$ cat config.mk
export PLATFORM = sky130hd
export DESIGN_NAME = execute_stage_flat
export DESIGN_NICKNAME = d
export VERILOG_FILES = /design/src/hdl/legv8_pkg.sv /design/src/hdl/pipe_ctrl_if.sv /design/src/hdl/execute_stage.sv /design/src/flat_wrapper.sv
export VERILOG_INCLUDE_DIRS = /design/src /design/src/include
export SDC_FILE = /design/constraint.sdc
export NUM_CORES = 1
export LEC_CHECK = 0
export BUFFER_PORTS_ARGS = -buffer_cell sky130_fd_sc_hd__buf_2
export CORE_ASPECT_RATIO = 0.5
export CORE_MARGIN = 2
export CORE_UTILIZATION = 40
export DETAILED_ROUTE_END_ITERATION = 8
export PLACE_DENSITY = 0.69
export SKIP_CTS_REPAIR_TIMING = 1
export SYNTH_ARGS = -nofsm -noshare
export SYNTH_HDL_FRONTEND = slang
export SYNTH_SLANG_ARGS = --single-unit
$ cat constraint.sdc
create_clock -name CLOCK -period 6.4 [get_ports CLOCK]
set_input_delay 0.96 -clock CLOCK [delete_from_list [all_inputs] [get_ports CLOCK]]
set_output_delay 0.96 -clock CLOCK [all_outputs]
set_load 0.005 [all_outputs]
$ cat src/include/legv8_defines.svh
`ifndef LEGV8_DEFINES_SVH
`define LEGV8_DEFINES_SVH

// Datapath widths
`define LEGV8_XLEN      64
`define LEGV8_INSN_W    32
`define LEGV8_REG_W     5
`define LEGV8_OPC_W     11

`define LEGV8_ZERO_REG  31   // x31 reads as zero
`define LEGV8_PC_STEP   4    // One instruction per fetch

// Primary opcode field, instr[31:21]
`define LEGV8_OPC_ADD   11'b10001011000
`define LEGV8_OPC_SUB   11'b11001011000
`define LEGV8_OPC_AND   11'b10001010000
`define LEGV8_OPC_ORR   11'b10101010000
`define LEGV8_OPC_LDUR  11'b11111000010
`define LEGV8_OPC_STUR  11'b11111000000

`endif

$ cat src/hdl/legv8_pkg.sv
`default_nettype none

package legv8_pkg;

  // Decoded instruction class
  typedef enum logic [2:0] {
    OPC_ADD,
    OPC_SUB,
    OPC_AND,
    OPC_ORR,
    OPC_LDUR,
    OPC_STUR,
    OPC_NOP
  } opcode_e;

  typedef enum logic [1:0] {
    ALU_AND = 2'd0,
    ALU_ORR = 2'd1,
    ALU_ADD = 2'd2,
    ALU_SUB = 2'd3
  } alu_op_e;

  // Operand source in EX
  typedef enum logic [1:0] {
    FWD_NONE = 2'd0,
    FWD_WB   = 2'd1,
    FWD_MEM  = 2'd2
  } fwd_sel_e;

  // All-zero word is a bubble
  typedef struct packed {
    alu_op_e alu_op;
    logic    alu_src;     // Immediate as ALU input B
    logic    mem_read;
    logic    mem_write;
    logic    reg_write;
    logic    mem_to_reg;  // Load data to Rd
  } ctrl_t;

endpackage

`default_nettype wire

$ cat src/hdl/pipe_ctrl_if.sv
`timescale 1ns/1ns
`default_nettype none
`include "legv8_defines.svh"

interface pipe_ctrl_if
  import legv8_pkg::*;
();

  logic [`LEGV8_REG_W-1:0] id_rn;         // ID sources after reg2loc
  logic [`LEGV8_REG_W-1:0] id_rm;
  logic [`LEGV8_REG_W-1:0] ex_rd;         // ID/EX fields
  logic [`LEGV8_REG_W-1:0] ex_rn;
  logic [`LEGV8_REG_W-1:0] ex_rm;
  logic                    ex_mem_read;
  logic [`LEGV8_REG_W-1:0] mem_rd;        // EX/MEM destination
  logic                    mem_reg_write;
  logic [`LEGV8_REG_W-1:0] wb_rd;         // MEM/WB destination
  logic                    wb_reg_write;
  logic                    stall;
  fwd_sel_e                fwd_a;
  fwd_sel_e                fwd_b;

  modport control (
    input  id_rn, id_rm, ex_rd, ex_rn, ex_rm, ex_mem_read,
    input  mem_rd, mem_reg_write, wb_rd, wb_reg_write,
    output stall, fwd_a, fwd_b
  );
  modport fetch (input stall);
  modport decode (output id_rn, id_rm, ex_rd, ex_rn, ex_rm, ex_mem_read, input stall);
  modport execute (input ex_rd, fwd_a, fwd_b, output mem_rd, mem_reg_write);
  modport writeback (input mem_rd, output wb_rd, wb_reg_write);

endinterface

`default_nettype wire

$ cat src/hdl/execute_stage.sv
`timescale 1ns/1ns
`default_nettype none
`include "legv8_defines.svh"

module execute_stage
  import legv8_pkg::*;
(
  input  wire                     CLOCK,
  input  wire                     arst_n,
  input  wire ctrl_t              ex_ctrl,
  input  wire  [`LEGV8_XLEN-1:0]  ex_opnd_a,
  input  wire  [`LEGV8_XLEN-1:0]  ex_opnd_b,
  input  wire  [`LEGV8_XLEN-1:0]  ex_imm,
  input  wire  [`LEGV8_XLEN-1:0]  wb_data,
  pipe_ctrl_if.execute            ctrl,
  output ctrl_t                   mem_ctrl,
  output logic [`LEGV8_XLEN-1:0]  mem_alu,
  output logic [`LEGV8_XLEN-1:0]  mem_store_data
);

  logic [`LEGV8_XLEN-1:0]  opnd_a;
  logic [`LEGV8_XLEN-1:0]  opnd_b;
  logic [`LEGV8_XLEN-1:0]  alu_b;
  logic [`LEGV8_XLEN-1:0]  alu_y;
  logic [`LEGV8_REG_W-1:0] mem_rd_q;

  function automatic logic [`LEGV8_XLEN-1:0] fwd_mux(
    input fwd_sel_e               sel,
    input logic [`LEGV8_XLEN-1:0] reg_val,
    input logic [`LEGV8_XLEN-1:0] mem_val,
    input logic [`LEGV8_XLEN-1:0] wb_val
  );
    case (sel)
      FWD_MEM: return mem_val;
      FWD_WB:  return wb_val;
      default: return reg_val;
    endcase
  endfunction

  assign opnd_a = fwd_mux(ctrl.fwd_a, ex_opnd_a, mem_alu, wb_data);
  assign opnd_b = fwd_mux(ctrl.fwd_b, ex_opnd_b, mem_alu, wb_data);
  assign alu_b  = ex_ctrl.alu_src ? ex_imm : opnd_b;  // Offset for LDUR and STUR

  always_comb begin
    case (ex_ctrl.alu_op)
      ALU_AND: alu_y = opnd_a & alu_b;
      ALU_ORR: alu_y = opnd_a | alu_b;
      ALU_ADD: alu_y = opnd_a + alu_b;
      default: alu_y = opnd_a - alu_b;
    endcase
  end

  always_ff @(posedge CLOCK or negedge arst_n) begin
    if (!arst_n) begin
      mem_ctrl <= '0;
      mem_rd_q <= '0;
    end else begin
      mem_ctrl <= ex_ctrl;
      mem_rd_q <= ctrl.ex_rd;
    end
  end

  always_ff @(posedge CLOCK) begin
    mem_alu        <= alu_y;
    mem_store_data <= opnd_b;              // Forwarded Rt for stores
  end

  assign ctrl.mem_rd        = mem_rd_q;
  assign ctrl.mem_reg_write = mem_ctrl.reg_write;

endmodule

`default_nettype wire

$ cat src/flat_wrapper.sv
// flat-port wrapper written by rule: the top's interface ports become plain ports
module execute_stage_flat import legv8_pkg::*;
  (CLOCK, arst_n, ex_ctrl, ex_opnd_a, ex_opnd_b, ex_imm, wb_data, mem_ctrl, mem_alu, mem_store_data, ctrl_ex_rd, ctrl_fwd_a, ctrl_fwd_b, ctrl_mem_rd, ctrl_mem_reg_write);
  pipe_ctrl_if ctrl_i ();
  input  wire CLOCK;
  input  wire arst_n;
  input  wire ctrl_t ex_ctrl;
  input  wire  [`LEGV8_XLEN-1:0] ex_opnd_a;
  input  wire  [`LEGV8_XLEN-1:0] ex_opnd_b;
  input  wire  [`LEGV8_XLEN-1:0] ex_imm;
  input  wire  [`LEGV8_XLEN-1:0] wb_data;
  output ctrl_t mem_ctrl;
  output logic [`LEGV8_XLEN-1:0] mem_alu;
  output logic [`LEGV8_XLEN-1:0] mem_store_data;
  input wire logic [$bits(ctrl_i.ex_rd)-1:0] ctrl_ex_rd;
  input wire logic [$bits(ctrl_i.fwd_a)-1:0] ctrl_fwd_a;
  input wire logic [$bits(ctrl_i.fwd_b)-1:0] ctrl_fwd_b;
  output wire logic [$bits(ctrl_i.mem_rd)-1:0] ctrl_mem_rd;
  output wire logic [$bits(ctrl_i.mem_reg_write)-1:0] ctrl_mem_reg_write;
  assign ctrl_i.ex_rd = ctrl_ex_rd;
  assign ctrl_i.fwd_a = ctrl_fwd_a;
  assign ctrl_i.fwd_b = ctrl_fwd_b;
  assign ctrl_mem_rd = ctrl_i.mem_rd;
  assign ctrl_mem_reg_write = ctrl_i.mem_reg_write;
  execute_stage u_core (.CLOCK(CLOCK), .arst_n(arst_n), .ex_ctrl(ex_ctrl), .ex_opnd_a(ex_opnd_a), .ex_opnd_b(ex_opnd_b), .ex_imm(ex_imm), .wb_data(wb_data), .ctrl(ctrl_i), .mem_ctrl(mem_ctrl), .mem_alu(mem_alu), .mem_store_data(mem_store_data));
endmodule
==> flow_metrics.py, run 1 <==
metrics = {
    "route": {
        "routed_via_density": 5.688,
        "drc": 0,
        "antenna_left": 0,
        "drt_iter0_drc": 1423,
        "drt_wl_total_um": 53970,
        "wl_per_cell_um": 19.08,
        "vias": 16090,
        "first_pass_iters": 6,
    },
    "timing": {
        "rsz0062_at_grt": "yes",
        "period_minus_slack_ps": 6328,
        "fin_crit_sh_pct": 98.88,
        "fmax_ghz": 0.1580,
        "slew_viol_final": 0,
        "slew_headroom_pct": 29.89,
        "worst_pin_slew_ps": 1052,
        "finClkSkew_ps": 11.54,
        "worst_slack_ps": 71.76,
        "setup_viol": 0,
        "hold_viol_final": 0,
    },
    "final_layout": {
        "seq_area_um2": 2863,
        "num-fill-cells": 3051,
        "syn2layout_area_growth_pct": 39.75,
        "multiInputGateArea_um2": 9609,
        "fin_nets": 2724,
        "drive_gt1_share_pct": 35.06,
    },
    "logic_synthesis": {
        "syn_area_um2": 13080,
        "ys_ff_latch": 140,
        "synth_edf_count": 0,
        "yosysSeqAreaShare_pct": 21.89,
        "yosysUniqueCellTypes": 74,
        "postSynth.asyncResetShare_pct": 8.571,
        "syn-num-nets": 2108,
        "synth.avg_cell_area_um2": 7.415,
        "syn_inst": 1764,
        "synthFlopType": "dfxtp_1",
        "yosys_warnings": 0,
    },
    "setup_path": {
        "critical_path_arrival_ps": 6660,
        "crit_fanout": 7,
        "path_class": "primary input to register",
        "startpoint_type": "primary input",
        "cp_data_required_time_ps": 6730,
        "critPathCaptureType": "register",
    },
    "clock_network": {
        "cts_buffer_depth": 2,
        "root_buffer": "clkbuf_16",
        "htreeDepth": 4,
        "clkLatencyLatePin_ps": 450,
        "cts.sinks": 140,
        "cts_inserted_buffers": 17,
        "tritoncts": "built",
        "cts.reportedPaths.clkPinSlew_ps": 70,
    },
    "status": {
        "status": "complete, no violations",
    },
    "die": {
        "start_util_pct": 40.95,
        "rows": 46,
        "pin_count": 415,
        "dieArea_um2": 34250,
        "coreArea_um2": 31940,
        "die_width_um": 259.7,
        "die_h_um": 131.9,
    },
    "place": {
        "place_congestion": 0.9659,
        "dp_hpwl_um": 42610,
        "portBuffers": 414,
        "preCtsSetupSlack_ps": -428.8,
    },
    "power_and_ir_drop": {
        "vdd_drop_max_mv": 0.1996,
        "power.total_uw": 5034,
        "leakagePower_uw": 0.008508,
        "power.density_nw_per_um2": 275.4,
    },
    "grt": {
        "overflow": 0,
        "grt_pass1_wl_um": 81960,
        "grt_max_degree": 93,
        "first_global_vias": 15220,
        "track_usage_pct": 30.05,
        "antenna_found_initial": 3,
    },
    "job": {
        "drv_cap": 0,
    },
    "min_path": {
        "min_path_type": "primary input to asynchronous set/reset pin",
    },
}
-- critical path: stages --
cell and delay (ps):
buf_2 120, inv_1 70, ha_4 270, buf_4 190, a221oi_4 220, o31ai_2 120, or4_1 530, buf_4 180
or4b_4 550, nor4_4 310, buf_4 200, and2_2 200, a21oi_1 90, xor2_1 150, ha_1 350, buf_4 140
and3_4 190, and2_1 170, nand3_2 110, a211o_1 360, a31oi_2 230, buf_4 160, o21ai_4 80, mux2_2 300
nor4_2 300, nand2_1 80
-- registers in the layout, indices dropped and copies added, names as in the netlist --
register / flops
u_core.mem_ctrl: 6
u_core.ctrl.mem_rd: 5
u_core.mem_alu: 64
u_core.ctrl.mem_reg_write: 1
u_core.mem_store_data: 64
-- final cells by class --
cell class                 count  area share, %
inverter                      41         0.8419
clock buffer                  18          2.348
multi-input combinational   1449          52.57
tap                          432          2.957
clock inverter                14         0.8556
timing repair buffer         731          24.72
sequential                   140          15.66
antenna                        3        0.04107
-- Yosys cell counts (41+ instances only) --
| master | count | area (um2) |
|---|---|---|
| nor2b_1 | 42 | 262.8 |
| nor2_1 | 146 | 548.0 |
| o31ai_1 | 58 | 435.4 |
| ha_1 | 69 | 863.3 |
| a22oi_1 | 86 | 645.6 |
| maj3_1 | 52 | 520.5 |
| o21ai_0 | 153 | 765.7 |
| clkbuf_1 | 90 | 337.8 |
| a21o_1 | 44 | 330.3 |
| xor2_1 | 52 | 455.4 |
| nand2_1 | 216 | 810.8 |
| a21oi_1 | 140 | 700.7 |
| xnor2_1 | 61 | 534.3 |
| inv_1 | 41 | 153.9 |
| dfxtp_1 | 128 | 2562 |
-- metrics by stage --
| stage | hold WS, ps | utilization [%] | instances | setup TNS (ps) | area (um2) |
|---|---|---|---|---|---|
| 6_report | 377.5 | 57.22 | 2828 | 0 | 18280 |
| 5_1_grt | 387.6 | 57.22 | 2828 | -155.9 | 18280 |
| 4_1_cts | 366.2 | 56.73 | 2822 | 0 | 18120 |
| 3_5_place_dp | 545.4 | 54.90 | 2790 | -1708 | 17540 |
| 3_3_place_gp | 539.6 | 54.90 | 2790 | -864.1 | 17540 |
| 2_1_floorplan | 521.4 | - | 1764 | 0 | 13110 |
-- final timing paths --
check	start	to	slack, ps	cells past startpoint
worst min register to register	u_core.mem_alu[7]	u_core.mem_store_data[7]	570	2
worst max-delay path	ctrl_fwd_b[0]	u_core.mem_alu[63]	70	26
max in group asynchronous	arst_n	u_core.mem_ctrl[4]	5800	1
min in group CLOCK	u_core.mem_alu[7]	u_core.mem_store_data[7]	570	2
worst max register to register	u_core.mem_alu[8]	u_core.mem_alu[63]	820	22
worst min-delay path	arst_n	u_core.mem_ctrl[0]	380	1
-- kinds of logic after synthesis --
family / count (synthesis) / synth area share, %
AOI/OAI and AO/OA: 626 / 31.39
adders and majority gates: 122 / 10.73
buffers and inverters: 175 / 6.065
xor gates and xnor gates: 113 / 7.566
muxes: 32 / 2.688
and+or+nand+nor: 556 / 19.67
DFF: 140 / 21.89
-- where the power goes --
part	switching [uW]	internal, uW	leakage [uW]
Sequential	154	1080	0.00122
Combinational	1450	1310	0.00701
Clock	461	582	0.000280
-- metal layers --
| metal | global-route usage, % | part of all wire (%) | vias up | wire, um |
|---|---|---|---|---|
| met3 | 4.075 | 6.3 | 98 | 3378 |
| met2 | 49.20 | 47 | 655 | 25120 |
| met4 | 10.28 | 2.7 | 0 | 1458 |
| li1 | - | - | 7689 | - |
| met5 | 0 | 0 | - | 0 |
| met1 | 40.58 | 44 | 7645 | 24010 |
-- placed cells by master (no fill, tap or decap), drive strengths merged, types with 44 or more instances in the layout --
| cell | count |
|---|---|
| o31ai | 59 |
| nand2 | 216 |
| buf | 731 |
| nor2 | 146 |
| a21o | 44 |
| maj3 | 52 |
| xor2 | 52 |
| ha | 69 |
| a21oi | 140 |
| o21ai | 163 |
| xnor2 | 61 |
| a22oi | 86 |
| dfxtp | 128 |
| inv | 47 |
Power figures use the tool's default switching activity.
==> inputs of run 2 (changes only) <==
--- a/config.mk
+++ b/config.mk
@@ -11,6 +11,7 @@
 export CORE_MARGIN = 2
 export CORE_UTILIZATION = 40
 export DETAILED_ROUTE_END_ITERATION = 8
+export GPL_TIMING_DRIVEN = 0
 export PLACE_DENSITY = 0.69
 export SKIP_CTS_REPAIR_TIMING = 1
 export SYNTH_ARGS = -nofsm -noshare
==> run 2 against run 1 <==
Compared with the run above: largest cell class unchanged; cell count is 5.7% lower; wire length up 32%; power up 0.68%; via count up 2.6%; sequential share of layout area rose by 0.36 points; non-clock buffer count fell by 158.
==> flow_metrics.py, run 2 (synthesized netlist as in run 1, its figures left out) <==
metrics = {
    "setup_path": {
        "max_stage_delay_ps": 620,
        "crit_fanout": 10,
        "crit_buf_inv": 6,
        "path_class": "primary input to register",
        "critical_path_arrival_ps": 6730,
        "critical-path-top-delay-family": "simple AND/OR/NAND/NOR gates",
        "worst-path-stages": 26,
        "crit_top_cell": "buf_4",
        "r2r_cells": 21,
        "r2r_start": "u_core.mem_alu[8]",
        "startpoint_type": "primary input",
        "endpoint": "u_core.mem_alu[63]",
        "cp_data_required_time_ps": 6750,
        "rr_endpoint": "u_core.mem_alu[63]",
        "critPathCaptureType": "register",
        "startpoint": "ctrl_fwd_b[0]",
        "cpMaxStageDelayCell": "or4_4",
        "rrSetupSlack_ps": 750,
    },
    "grt": {
        "grt-busiest-layer": "met2",
        "antenna_found_initial": 1,
        "overflow": 0,
        "grt_max_degree": 17,
        "grt_pass1_wl_um": 99860,
        "grt_use_met3_pct": 8.516,
        "grt_use_met1_pct": 53.60,
        "first_global_vias": 15440,
        "grtUsageMet2_pct": 60.04,
        "track_usage_pct": 39.22,
    },
    "clock_network": {
        "cts_inserted_buffers": 17,
        "cts.reportedPaths.clkPinSlew_ps": 70,
        "cts.sinks": 140,
        "htreeDepth": 4,
        "clkLatencyLatePin_ps": 460,
        "root_buffer": "clkbuf_16",
        "cts_buffer_depth": 2,
        "tritoncts": "built",
    },
    "route": {
        "first_pass_iters": 6,
        "vias": 16510,
        "routed_via_density": 6.189,
        "wl_per_cell_um": 26.72,
        "drt_wl_total_um": 71300,
        "drt_iter0_drc": 1815,
        "antenna_left": 0,
        "drc": 0,
    },
    "timing": {
        "finalSetupTns_ps": 0,
        "finClkSkew_ps": 12.70,
        "hold_viol_final": 0,
        "fin_crit_sh_pct": 99.64,
        "period_minus_slack_ps": 6377,
        "whs_ps": 367.9,
        "setup_viol": 0,
        "slew_headroom_pct": 11.58,
        "fmax_ghz": 0.1568,
        "worst_pin_slew_ps": 1326,
        "slew_viol_final": 0,
    },
    "die": {
        "die_h_um": 131.9,
        "start_util_pct": 40.95,
        "pin_count": 415,
        "die_width_um": 259.7,
        "dieArea_um2": 34250,
        "rows": 46,
        "coreArea_um2": 31940,
    },
    "place": {
        "postPlaceCellArea_um2": 15720,
        "portBuffers": 414,
        "place_congestion": 1.022,
        "place_inst": 2610,
        "dp_hpwl_um": 53580,
    },
    "power_and_ir_drop": {
        "vdd_drop_max_mv": 0.1744,
        "power.density_nw_per_um2": 283.6,
        "leakagePower_uw": 0.007728,
    },
    "final_layout": {
        "top_regs": "u_core.mem_alu (64), u_core.mem_store_data (64), u_core.mem_ctrl (6)",
        "layoutNonFillerInstCount": 2668,
        "layout_commonest_cell": "buf_2",
        "syn2layout_area_growth_pct": 36.61,
        "drive_gt1_share_pct": 31.81,
        "postLayoutCellArea_um2": 17870,
        "final_cell_mix": "buf_2 (417), nand2_1 (215), nor2_1 (142)",
        "fin_nets": 2566,
    },
    "status": {
        "status": "complete, no violations",
    },
    "job": {
        "drv_cap": 0,
    },
    "min_path": {
        "min_path_type": "primary input to asynchronous set/reset pin",
    },
}
run 2: cell types whose count changed in the layout (fill, tap and decap cells not counted), moves of 11 or more:
| cell | previous run | this run |
|---|---|---|
| buf_4 | 314 | 44 |
| clkbuf_1 | 1 | 58 |
| ha_1 | 65 | 45 |
| o31ai_1 | 58 | 40 |
| a21oi_1 | 138 | 125 |
| ha_2 | 1 | 14 |
| buf_1 | 0 | 12 |
| o31ai_2 | 1 | 12 |
run 2: metrics by stage:
step / setup WS (ps) / total power [uW] / utilization, %
detailed placement: -3440 / 3571 / 49.21
CTS: -2996 / 4715 / 51.21
finish: 23.16 / 5068 / 55.94
floorplan: 20.92 / 2695 / -
global route: -122.8 / 5294 / 55.94
global placement: -3464 / 3580 / 49.21
run 2: worst reg2reg max path: cells and delay by family (launching register included):
family	cells	cell delay, ps
muxes	1	330
xor gates and xnor gates	1	170
DFF	1	360
AOI/OAI and AO/OA	5	1140
and+or+nand+nor	10	2640
adders and majority gates	1	420
buffers and inverters	3	480
run 2: where the power goes:
| group | switching, uW | internal (uW) | leakage (uW) |
|---|---|---|---|
| logic | 1600 | 1080 | 0.00620 |
| registers | 166 | 1080 | 0.00122 |
| clock network | 506 | 642 | 0.000311 |
run 2: how the worst min path moves through the flow:
stage,endpoint,from,depth (start not counted),slack (ps)
after floorplan,u_core.mem_store_data[10],u_core.mem_alu[10],2,520
final,u_core.mem_ctrl[0],arst_n,1,370
after CTS,u_core.mem_ctrl[0],arst_n,1,370
after global routing,u_core.mem_ctrl[4],arst_n,1,380
after detailed placement,u_core.mem_store_data[10],u_core.mem_alu[10],2,530
after global placement,u_core.mem_store_data[10],u_core.mem_alu[10],2,530
run 2: routing by layer:
| metal | vias to the layer above | part of all wire [%] |
|---|---|---|
| met1 | 7923 | 41 |
| met2 | 1028 | 43 |
| met4 | 0 | 4.4 |
| met5 | - | 0 |
| li1 | 7386 | - |
| met3 | 174 | 11 |
run 2: layout make-up:
class | instances | area, um2
Sequential cell | 140 | 2863
Multi-Input combinational cell | 1449 | 10390
Buffer | 114 | 788.3
Clock inverter | 14 | 197.7
Inverter | 41 | 157.7
Antenna cell | 1 | 2.502
Fill cell | 3130 | 14070
Timing Repair Buffer | 459 | 2489
Tap cell | 432 | 540.5
Clock buffer | 18 | 439.2
